<file path="src/include/dbg_cfg.svh">
// Debug response predictor configuration
// Data widths, instruction encodings, APB register map and debug cause codes
`ifndef DBG_CFG_SVH
`define DBG_CFG_SVH

// Data and bus widths
`define DBG_XLEN   32
`define DBG_APB_AW 4

// Instruction encodings, c.ebreak sits in the low halfword
`define DBG_INSN_EBREAK  32'h0010_0073
`define DBG_INSN_CEBREAK 32'h0000_9002
`define DBG_INSN_WFI     32'h1050_0073
`define DBG_INSN_DRET    32'h7B20_0073

// APB register offsets
`define DBG_REG_CTRL   4'h0
`define DBG_REG_TDATA2 4'h4
`define DBG_REG_HALT   4'h8
`define DBG_REG_MTVEC  4'hC

// Bit positions in the control register
`define DBG_CTRL_STEP    0
`define DBG_CTRL_EBREAKM 1
`define DBG_CTRL_TRIG_EN 2

// Debug cause codes as seen in dcsr.cause
`define DBG_CAUSE_NONE    3'd0
`define DBG_CAUSE_EBREAK  3'd1
`define DBG_CAUSE_TRIGGER 3'd2
`define DBG_CAUSE_HALTREQ 3'd3
`define DBG_CAUSE_STEP    3'd4

`endif

</file>
<file path="src/hw/dbg_pkg.sv">
// Shared types of the debug response predictor
// Retire records, decoded records, configuration and the response record
`include "dbg_cfg.svh"

package dbg_pkg;

  // Address and instruction word
  typedef logic [`DBG_XLEN-1:0] xlen_t;

  // Debug cause, encoded as in dcsr
  typedef logic [2:0] cause_t;

  typedef enum logic [1:0] {
    OTHER,
    EBREAK,
    WFI,
    DRET
  } insn_class_t;

  typedef enum logic [2:0] {
    ACT_NONE,
    ACT_ENTER_DEBUG,
    ACT_EXCEPTION,
    ACT_RELAUNCH,
    ACT_EXIT_DEBUG,
    ACT_ILLEGAL
  } action_t;

  // Software configuration, address fields already word aligned
  typedef struct packed {
    logic  step;
    logic  ebreakm;
    logic  trig_en;
    xlen_t tdata2;
    xlen_t halt_addr;
    xlen_t mtvec;
  } dbg_cfg_t;

  // Raw retirement record from the core
  typedef struct packed {
    logic  valid;
    xlen_t pc;
    xlen_t next_pc;
    xlen_t insn;
    logic  err;
    logic  debug_mode;
  } retire_t;

  typedef struct packed {
    logic        valid;
    xlen_t       pc;
    xlen_t       next_pc;
    insn_class_t cls;
    logic        debug_mode;
    logic        dbg_req;
  } dec_rec_t;

  // Predicted control-flow response for one retired instruction
  typedef struct packed {
    action_t action;
    cause_t  cause;
    xlen_t   target;
    xlen_t   dpc;
    logic    in_wfi;
  } dbg_status_t;

endpackage

</file>
<file path="src/hw/dbg_apb_regs.sv">
// APB slave with the debug predictor configuration registers
// Zero wait states, unmapped offsets answer with pslverr
// Halt address and mtvec are word aligned on write
`timescale 1ns/10ps
`include "dbg_cfg.svh"

module dbg_apb_regs (
  input  logic                   cov_assert_if,
  input  logic                   reset_i,
  input  logic                   psel_i,
  input  logic                   penable_i,
  input  logic                   pwrite_i,
  input  logic [`DBG_APB_AW-1:0] paddr_i,
  input  dbg_pkg::xlen_t         pwdata_i,
  output dbg_pkg::xlen_t         prdata_o,
  output logic                   pready_o,
  output logic                   pslverr_o,
  output dbg_pkg::dbg_cfg_t      cfg_o
);
  import dbg_pkg::*;

  logic  access;
  logic  wr_en;
  logic  mapped;
  xlen_t ctrl_word;

  // ------------------------------------------------------------------------
  // Access decode
  // ------------------------------------------------------------------------
  assign access   = psel_i && penable_i;
  assign wr_en    = access && pwrite_i;
  assign pready_o = 1'b1;

  always_comb begin
    ctrl_word                    = '0;
    ctrl_word[`DBG_CTRL_STEP]    = cfg_o.step;
    ctrl_word[`DBG_CTRL_EBREAKM] = cfg_o.ebreakm;
    ctrl_word[`DBG_CTRL_TRIG_EN] = cfg_o.trig_en;
  end

  // Read mux, also tells whether the offset is mapped
  always_comb begin
    mapped = 1'b1;
    case (paddr_i)
      `DBG_REG_CTRL:   prdata_o = ctrl_word;
      `DBG_REG_TDATA2: prdata_o = cfg_o.tdata2;
      `DBG_REG_HALT:   prdata_o = cfg_o.halt_addr;
      `DBG_REG_MTVEC:  prdata_o = cfg_o.mtvec;
      default: begin
        prdata_o = '0;
        mapped   = 1'b0;
      end
    endcase
  end

  assign pslverr_o = access && !mapped;

  // ------------------------------------------------------------------------
  // Register writes
  // ------------------------------------------------------------------------
  always_ff @(posedge cov_assert_if) begin
    if (reset_i) begin
      cfg_o <= '0;
    end else if (wr_en) begin
      case (paddr_i)
        `DBG_REG_CTRL: begin
          cfg_o.step    <= pwdata_i[`DBG_CTRL_STEP];
          cfg_o.ebreakm <= pwdata_i[`DBG_CTRL_EBREAKM];
          cfg_o.trig_en <= pwdata_i[`DBG_CTRL_TRIG_EN];
        end
        `DBG_REG_TDATA2: cfg_o.tdata2 <= pwdata_i;
        // Low two bits dropped, the core only jumps to word addresses
        `DBG_REG_HALT:   cfg_o.halt_addr <= {pwdata_i[`DBG_XLEN-1:2], 2'b00};
        `DBG_REG_MTVEC:  cfg_o.mtvec <= {pwdata_i[`DBG_XLEN-1:2], 2'b00};
        default: begin
          cfg_o <= cfg_o;
        end
      endcase
    end
  end

endmodule

</file>
<file path="src/hw/debug_cause_tracker.sv">
// Debug cause tracker
// Decides the response for each retired instruction in priority order
// trigger, ebreak, halt request, step. Tracks the pending request,
// WFI sleep and the last predicted dpc for dret
`timescale 1ns/10ps
`include "dbg_cfg.svh"

module debug_cause_tracker (
  input  logic                  cov_assert_if,
  input  logic                  reset_i,
  input  dbg_pkg::dec_rec_t     rec_i,
  input  dbg_pkg::dbg_cfg_t     cfg_i,
  output logic                  stat_valid_o,
  output dbg_pkg::dbg_status_t  stat_o
);
  import dbg_pkg::*;

  logic        pend_q;
  logic        in_wfi_q;
  xlen_t       last_dpc_q;
  logic        req_seen;
  logic        trig_hit;
  logic        pend_d;
  logic        in_wfi_d;
  dbg_status_t stat_d;

  // A request arriving with the record already counts for it
  assign req_seen = pend_q || rec_i.dbg_req;
  assign trig_hit = cfg_i.trig_en && (rec_i.pc == cfg_i.tdata2);

  // ------------------------------------------------------------------------
  // Response decision
  // ------------------------------------------------------------------------
  always_comb begin
    stat_d = '0;
    if (rec_i.valid && !rec_i.debug_mode) begin
      if (trig_hit) begin
        stat_d.action = ACT_ENTER_DEBUG;
        stat_d.cause  = `DBG_CAUSE_TRIGGER;
        stat_d.target = cfg_i.halt_addr;
        stat_d.dpc    = rec_i.pc;
      end else if ((rec_i.cls == EBREAK) && cfg_i.ebreakm) begin
        stat_d.action = ACT_ENTER_DEBUG;
        stat_d.cause  = `DBG_CAUSE_EBREAK;
        stat_d.target = cfg_i.halt_addr;
        stat_d.dpc    = rec_i.pc;
      end else if (rec_i.cls == EBREAK) begin
        // Breakpoint exception, dpc field carries mepc
        stat_d.action = ACT_EXCEPTION;
        stat_d.cause  = `DBG_CAUSE_NONE;
        stat_d.target = cfg_i.mtvec;
        stat_d.dpc    = rec_i.pc;
      end else if (rec_i.cls == DRET) begin
        stat_d.action = ACT_ILLEGAL;
        stat_d.target = cfg_i.mtvec;
      end else if (req_seen) begin
        stat_d.action = ACT_ENTER_DEBUG;
        stat_d.cause  = `DBG_CAUSE_HALTREQ;
        stat_d.target = cfg_i.halt_addr;
        stat_d.dpc    = rec_i.next_pc;
      end else if (cfg_i.step) begin
        stat_d.action = ACT_ENTER_DEBUG;
        stat_d.cause  = `DBG_CAUSE_STEP;
        stat_d.target = cfg_i.halt_addr;
        stat_d.dpc    = rec_i.next_pc;
      end
    end else if (rec_i.valid) begin
      // Already in debug mode
      if (rec_i.cls == EBREAK) begin
        stat_d.action = ACT_RELAUNCH;
        stat_d.target = cfg_i.halt_addr;
      end else if (rec_i.cls == DRET) begin
        stat_d.action = ACT_EXIT_DEBUG;
        stat_d.target = last_dpc_q;
      end
    end

    // Pending request only goes away once it is reported
    pend_d = req_seen && (stat_d.cause != `DBG_CAUSE_HALTREQ);

    // ACT_NONE already implies step clear and no request outstanding
    in_wfi_d = in_wfi_q;
    if (rec_i.valid && !rec_i.debug_mode && (rec_i.cls == WFI) &&
        (stat_d.action == ACT_NONE)) begin
      in_wfi_d = 1'b1;
    end
    if (rec_i.dbg_req) begin
      in_wfi_d = 1'b0;
    end
    stat_d.in_wfi = in_wfi_d;
  end

  // ------------------------------------------------------------------------
  // State and status registers
  // ------------------------------------------------------------------------
  always_ff @(posedge cov_assert_if) begin
    if (rec_i.valid) begin
      stat_o <= stat_d;
    end
    if (reset_i) begin
      stat_valid_o <= 1'b0;
      pend_q       <= 1'b0;
      in_wfi_q     <= 1'b0;
      last_dpc_q   <= '0;
    end else begin
      stat_valid_o <= rec_i.valid;
      pend_q       <= pend_d;
      in_wfi_q     <= in_wfi_d;
      // dret returns to the pc saved at the last debug entry
      if (stat_d.action == ACT_ENTER_DEBUG) begin
        last_dpc_q <= stat_d.dpc;
      end
    end
  end

endmodule

</file>
<file path="src/hw/debug_predictor_top.sv">
// Debug response predictor top level
// APB configuration, retire decode, cause tracking and output register
`timescale 1ns/10ps
`include "dbg_cfg.svh"

module debug_predictor_top (
  input  logic                   cov_assert_if,
  input  logic                   reset_i,
  // APB configuration port
  input  logic                   psel_i,
  input  logic                   penable_i,
  input  logic                   pwrite_i,
  input  logic [`DBG_APB_AW-1:0] paddr_i,
  input  dbg_pkg::xlen_t         pwdata_i,
  output dbg_pkg::xlen_t         prdata_o,
  output logic                   pready_o,
  output logic                   pslverr_o,
  // Core retirement stream
  input  dbg_pkg::retire_t       retire_i,
  input  logic                   debug_req_i,
  // Predicted response
  output logic                   status_valid_o,
  output dbg_pkg::dbg_status_t   status_o
);
  import dbg_pkg::*;

  dbg_cfg_t    cfg;
  dec_rec_t    rec;
  logic        stat_valid;
  dbg_status_t stat;

  dbg_apb_regs u_dbg_apb_regs (
    .cov_assert_if (cov_assert_if),
    .reset_i       (reset_i),
    .psel_i        (psel_i),
    .penable_i     (penable_i),
    .pwrite_i      (pwrite_i),
    .paddr_i       (paddr_i),
    .pwdata_i      (pwdata_i),
    .prdata_o      (prdata_o),
    .pready_o      (pready_o),
    .pslverr_o     (pslverr_o),
    .cfg_o         (cfg)
  );

  retire_decoder u_retire_decoder (
    .cov_assert_if (cov_assert_if),
    .reset_i       (reset_i),
    .retire_i      (retire_i),
    .debug_req_i   (debug_req_i),
    .rec_o         (rec)
  );

  debug_cause_tracker u_debug_cause_tracker (
    .cov_assert_if (cov_assert_if),
    .reset_i       (reset_i),
    .rec_i         (rec),
    .cfg_i         (cfg),
    .stat_valid_o  (stat_valid),
    .stat_o        (stat)
  );

  debug_response_out u_debug_response_out (
    .cov_assert_if  (cov_assert_if),
    .reset_i        (reset_i),
    .stat_valid_i   (stat_valid),
    .stat_i         (stat),
    .status_valid_o (status_valid_o),
    .status_o       (status_o)
  );

endmodule

</file>
<file path="src/hw/debug_response_out.sv">
// Response output stage
// Registers the predicted response once more and keeps the record
// stable between valid pulses
`timescale 1ns/10ps

module debug_response_out (
  input  logic                 cov_assert_if,
  input  logic                 reset_i,
  input  logic                 stat_valid_i,
  input  dbg_pkg::dbg_status_t stat_i,
  output logic                 status_valid_o,
  output dbg_pkg::dbg_status_t status_o
);

  // ------------------------------------------------------------------------
  // Output register
  // ------------------------------------------------------------------------
  always_ff @(posedge cov_assert_if) begin
    // Record only changes with a new response
    if (stat_valid_i) begin
      status_o <= stat_i;
    end
    if (reset_i) begin
      status_valid_o <= 1'b0;
    end else begin
      // One pulse per record, no back-pressure
      status_valid_o <= stat_valid_i;
    end
  end

endmodule

</file>
<file path="src/hw/retire_decoder.sv">
// Retire stage decoder
// Classifies each retired instruction as ebreak, wfi, dret or other
// and registers it with the pc fields and the debug request sample
`timescale 1ns/10ps
`include "dbg_cfg.svh"

module retire_decoder (
  input  logic              cov_assert_if,
  input  logic              reset_i,
  input  dbg_pkg::retire_t  retire_i,
  input  logic              debug_req_i,
  output dbg_pkg::dec_rec_t rec_o
);
  import dbg_pkg::*;

  logic        is_ebreak;
  logic        is_cebreak;
  insn_class_t cls;

  // ------------------------------------------------------------------------
  // Classification
  // ------------------------------------------------------------------------
  assign is_ebreak  = (retire_i.insn == `DBG_INSN_EBREAK);
  // Compressed form only looks at the low halfword
  assign is_cebreak = ((retire_i.insn & 32'h0000_FFFF) == `DBG_INSN_CEBREAK);

  always_comb begin
    cls = OTHER;
    if (retire_i.err) begin
      // Faulting instructions never count as ebreak, wfi or dret
      cls = OTHER;
    end else if (is_ebreak || is_cebreak) begin
      cls = EBREAK;
    end else if (retire_i.insn == `DBG_INSN_WFI) begin
      cls = WFI;
    end else if (retire_i.insn == `DBG_INSN_DRET) begin
      cls = DRET;
    end
  end

  // ------------------------------------------------------------------------
  // Record register
  // ------------------------------------------------------------------------
  always_ff @(posedge cov_assert_if) begin
    rec_o.pc         <= retire_i.pc;
    rec_o.next_pc    <= retire_i.next_pc;
    rec_o.cls        <= cls;
    rec_o.debug_mode <= retire_i.debug_mode;
    if (reset_i) begin
      rec_o.valid   <= 1'b0;
      rec_o.dbg_req <= 1'b0;
    end else begin
      rec_o.valid   <= retire_i.valid;
      // Request is sampled every cycle, with or without a record
      rec_o.dbg_req <= debug_req_i;
    end
  end

endmodule

</file>
<file path="config.mk">
export PLATFORM = sky130hd
export DESIGN_NAME = debug_predictor_top
export DESIGN_NICKNAME = d
export VERILOG_FILES = /design/src/hw/dbg_pkg.sv /design/src/hw/dbg_apb_regs.sv /design/src/hw/debug_cause_tracker.sv /design/src/hw/debug_predictor_top.sv /design/src/hw/debug_response_out.sv /design/src/hw/retire_decoder.sv
export VERILOG_INCLUDE_DIRS = /design/src /design/src/include
export SDC_FILE = /design/constraint.sdc
export NUM_CORES = 1
export LEC_CHECK = 0
export ABC_CLOCK_PERIOD_IN_PS = 3600
export BUFFER_PORTS_ARGS = -buffer_cell sky130_fd_sc_hd__buf_2
export CAP_MARGIN = 20
export CORE_MARGIN = 4
export CORE_UTILIZATION = 50
export CTS_CLUSTER_SIZE = 30
export DETAILED_ROUTE_END_ITERATION = 8
export GPL_TIMING_DRIVEN = 0
export PLACE_DENSITY = 0.87
export SYNTH_ARGS = -nofsm -noshare
export SYNTH_HDL_FRONTEND = slang
export SYNTH_HIERARCHICAL = 1
export SYNTH_SLANG_ARGS = --single-unit
</file>
<file path="constraint.sdc">
create_clock -name cov_assert_if -period 3.6 [get_ports cov_assert_if]
set_input_delay 0.18 -clock cov_assert_if [delete_from_list [all_inputs] [get_ports cov_assert_if]]
set_output_delay 0.18 -clock cov_assert_if [all_outputs]
set_load 0.05 [all_outputs]
</file>
==> run summary <==
The die area was 0.0298 mm^2; the overall routed net length was 39500 um. Clock latency on the worst-skew pair, taken at its later pin, is 510 ps. During placement, the flow inserted port buffers numbering 243. The clock transition at the registers of the reported paths is 70 ps.

The post-route clock skew was 21.5 ps; the synthesized area per cell was 12.8 um^2. Share of the clock period used by the worst path: 90.5%. The logs give 358 uV for the peak ir drop on the vdd network and 0 for the count of final hold-check violations.

sky130_fd_sc_hd__dfxtp_1 is the most common cell in the netlist. Max-cap violations in this run came to 0. For the number of antenna-violating nets in the routed design, the log shows 0.

Counting cells, the worst reg-to-reg path comes to 7. The kind of critical path was flip-flop to flip-flop. After synthesis, the largest area contributor takes up 31.5% of total cell area. The initialized floorplan defines 59 standard-cell rows. The commonest cells after synthesis are sky130_fd_sc_hd__dfxtp_1 (200), sky130_fd_sc_hd__edfxtp_1 (142), sky130_fd_sc_hd__nand2b_1 (128). The setup check on the worst reg-to-reg path leaves a slack of 340 ps. The combinational power share came out at 6.7%.

Setup repair after global routing left no endpoint under its margin. Entering global routing, the biggest net connects 47 pins. The worst hold path begins at pwdata_i[14]. The number of gates resized after cts was 0. The synthesized design spends more area on one cell type than any other, namely sky130_fd_sc_hd__edfxtp_1. The logs give 1570 for the net count of the finished layout and 548 ps for the setup slack after placement. The internal power is 6720 uW, and the number of I/O pins is 247.

The number of global-route vias before repair is 10356. The floorplan step set the die height to 173 um. The run gives 342 ps as the minimum setup slack in the final design. The tools report the number of pins with negative max-slew slack in the final report as 0. In this run, flip-flops and latches consume 48.7% of the power.

STA puts the critical path data arrival time at 3460 ps. The tools report the capture point of the worst reg-to-reg path as u_debug_cause_tracker/stat_o[16]$_DFFE_PP_. The tree is rooted in a sky130_fd_sc_hd__clkbuf_16.

The instance count of the mapped netlist was 1058; the final number of setup-violating endpoints was 0. The average wire per standard cell came out at 22.0 um. Measured along the x axis, the die boundary spans 173 um.

In this run the cell area of the synthesized design comes to 0.0135 mm^2. The type of origin of the critical path was a flip-flop. Dividing the detail-routed via count by the number of cells gives 5.60. The analysis attributes to net switching a power of 1890 uW. The tools report the relative contribution of the clock network to total power as 44.6%. In the synthesized netlist the async set-or-reset flop fraction comes to 0%. For this design the ratio of total power to cell area is 497 mW/mm^2. In this run the worst hold path is classified as input pin to flip-flop. Across all layers, the routed design uses 10041 vias.

The clock buffer count from CTS was 35; the clock period minus final worst setup slack was 3260 ps. Counting flops with a built-in enable in the synthesized netlist gives 142. Synthesis instantiated 59 different standard cells from the library.

For this design the static power due to leakage is 0.00725 uW. The flow ran to the end, and the final reports show no timing, DRC or antenna violations. TritonCTS built the clock tree. Endpoint kind of the worst setup timing path: a flip-flop.

The fill cell instance count of the final layout was 1868; the sink count of the clock tree was 342. The worst hold path terminates at u_dbg_apb_regs/cfg_o[14]$_SDFFE_PP0P_. The run gives 3800 ps as the required time at the endpoint of the critical path. In the routed design, unresolved DRC markers number 0. The first global-routing pass estimated 59900 um of wire. The tools report the post-CTS repair timing setup buffer count as 0. The peak clock frequency supported by timing is 307 MHz.

For this run, the share of the core covered by cells in the final layout is 65.8%. Of the cells placed in the final design, the portion with a size suffix greater than 1 is 26.3%. The longest clock path from root to sink contains 3 buffers.

The prevailing post-synth register cell was sky130_fd_sc_hd__dfxtp_1. The residual overflow from global routing was 0. Total track usage: 25.6%. The number of antenna violations at the first check in global routing is 3. The logs give 5 for the count of TritonRoute iterations in the first routing pass and 6 for the count of synthesis-stage warnings from yosys. Net switching is 22.0% of the power.

Counting flops and latches in the post-synthesis netlist gives 342. The congestion estimate from routability-driven global placement came to 0.856. Counting instances, the worst hold path has a depth of 3. Of all nets on the critical path, the largest fanout is 10. By area the synthesized netlist is led by sky130_fd_sc_hd__edfxtp_1 (31%), sky130_fd_sc_hd__dfxtp_1 (30%), sky130_fd_sc_hd__mux2i_1 (9.3%). The worst register-to-register path begins at u_retire_decoder/rec_o[57]$_DFF_P_. Synthesis-to-finish area growth: 28.1%. The H-tree generated during clock tree synthesis spans 2 levels. For the detailed placement HPWL, the log shows 26600 um. The tools report the starting utilization of the core area as 51.4%. At the pin with the least slew margin, the transition time is 1130 ps. For the total core area, the log shows 0.0264 mm^2. In this run, post-CTS hold repair placed 86 buffers. The detailed router finished its first iteration with 1019 violations. The worst pin sits at a relative slew slack of 24.9%. The share of synthesized area occupied by flip-flops and latches is 61.0%.
layout make-up:
type,count,area [um^2],share of cell area [%]
Antenna cell,3,7.51,0.0433
Sequential cell,342,8280,47.7
Inverter,4,15.0,0.0865
Buffer,69,393,2.26
Timing Repair Buffer,331,2120,12.2
Multi-Input combinational cell,646,4880,28.1
Tap cell,335,419,2.42
Clock buffer,44,972,5.60
Clock inverter,19,265,1.53
per-stage QoR:
stage	hold WS, ps	std cells	area [um^2]	power [uW]	TNS, ps
after floorplan	208	1061	13600	4540	0
after global placement	283	1639	15200	4760	-80430
after detailed placement	284	1641	15200	4770	0
after CTS	0.722	1790	17300	8630	0
after global routing	15.7	1793	17400	8860	0
final	1.26	1793	17400	8620	0
registers in the layout (all words and copies together), names as in the netlist:
| name | count |
|---|---|
| u_retire_decoder/rec_o | 69 |
| u_dbg_apb_regs/cfg_o | 95 |
| u_debug_cause_tracker/stat_o | 71 |
| u_debug_cause_tracker/last_dpc_q | 32 |
| u_debug_response_out/status_valid_o | 1 |
| u_debug_cause_tracker/in_wfi_q | 1 |
| u_debug_cause_tracker/pend_q | 1 |
| u_debug_response_out/status_o | 71 |
| u_debug_cause_tracker/stat_valid_o | 1 |
worst max path at each step:
stage | startpoint | to | slack [ps] | cells past startpoint
after floorplan | u_retire_decoder/rec_o[68]$_SDFF_PP0_ | u_debug_cause_tracker/stat_o[35]$_DFFE_PP_ | 160 | 5
after global placement | u_retire_decoder/rec_o[68]$_SDFF_PP0_ | u_debug_cause_tracker/stat_o[52]$_DFFE_PP_ | -1110 | 5
after detailed placement | u_retire_decoder/rec_o[57]$_DFF_P_ | u_debug_cause_tracker/stat_o[11]$_DFFE_PP_ | 550 | 7
after CTS | u_retire_decoder/rec_o[57]$_DFF_P_ | u_debug_cause_tracker/stat_o[10]$_DFFE_PP_ | 530 | 7
after global routing | u_dbg_apb_regs/cfg_o[90]$_SDFFE_PP0P_ | u_debug_cause_tracker/stat_o[16]$_DFFE_PP_ | 300 | 7
final | u_retire_decoder/rec_o[57]$_DFF_P_ | u_debug_cause_tracker/stat_o[16]$_DFFE_PP_ | 340 | 7
critical path, cell delays in order, from the launching register on:
cell and delay [ps]:
sky130_fd_sc_hd__dfxtp_1 450, sky130_fd_sc_hd__xor2_1 220, sky130_fd_sc_hd__nor2_1 70, sky130_fd_sc_hd__nor4bb_1 160, sky130_fd_sc_hd__a31oi_1 650, sky130_fd_sc_hd__clkbuf_1 900, sky130_fd_sc_hd__mux2i_1 350, sky130_fd_sc_hd__nor2_1 130
per-layer routing:
layer  vias to the layer above  wire [um]  global-route usage, %
met5                         -          0                      0
met4                         0       1390                   9.58
met3                        99       3110                   5.11
met2                       522      19300                   43.3
met1                      4874      15700                   32.9
li1                       4546          -                      -
power groups by stage:
| stage | clock [uW] | sequential (uW) | combinational (uW) |
|---|---|---|---|
| after floorplan | 0 | 4330 | 206 |
| after global placement | 0 | 4290 | 462 |
| after detailed placement | 0 | 4270 | 493 |
| after CTS | 3880 | 4190 | 566 |
| after global routing | 4050 | 4200 | 609 |
| final | 3850 | 4190 | 579 |
cell usage in the layout, fill, tap and decap left out, types with 5 or more instances in the layout:
cell,netlist,final
sky130_fd_sc_hd__clkbuf_1,34,39
sky130_fd_sc_hd__mux2_2,29,29
sky130_fd_sc_hd__mux2i_1,126,126
sky130_fd_sc_hd__and2_1,65,65
sky130_fd_sc_hd__buf_6,9,9
sky130_fd_sc_hd__buf_4,8,8
sky130_fd_sc_hd__xor2_1,5,5
sky130_fd_sc_hd__nand2b_1,128,128
sky130_fd_sc_hd__bufinv_16,0,6
sky130_fd_sc_hd__xnor2_1,27,27
sky130_fd_sc_hd__clkinv_2,0,5
sky130_fd_sc_hd__dfxtp_1,200,198
sky130_fd_sc_hd__a22oi_1,29,29
sky130_fd_sc_hd__edfxtp_1,142,142
sky130_fd_sc_hd__nand2_1,11,11
sky130_fd_sc_hd__a221o_1,32,32
sky130_fd_sc_hd__dlygate4sd3_1,0,86
sky130_fd_sc_hd__buf_2,16,259
sky130_fd_sc_hd__nand4_1,15,15
sky130_fd_sc_hd__clkbuf_16,0,37
sky130_fd_sc_hd__conb_1,2,5
sky130_fd_sc_hd__nor2_1,72,72
sky130_fd_sc_hd__o2bb2ai_1,32,32
sky130_fd_sc_hd__nor2b_1,6,6
cells by family (layout without fill, tap and decap cells):
| family | count (synthesis) | in the layout | synth area share (%) |
|---|---|---|---|
| XOR/XNOR | 32 | 32 | 2.07 |
| AO/OA/AOI/OAI | 113 | 113 | 7.01 |
| multiplexers | 156 | 156 | 11.9 |
| flip-flops | 342 | 342 | 61.0 |
| buffers and inverters | 73 | 467 | 3.01 |
| AND/OR/NAND/NOR | 340 | 340 | 14.9 |
| other | 2 | 8 | 0.0554 |
(Power assumes the default switching activity.)
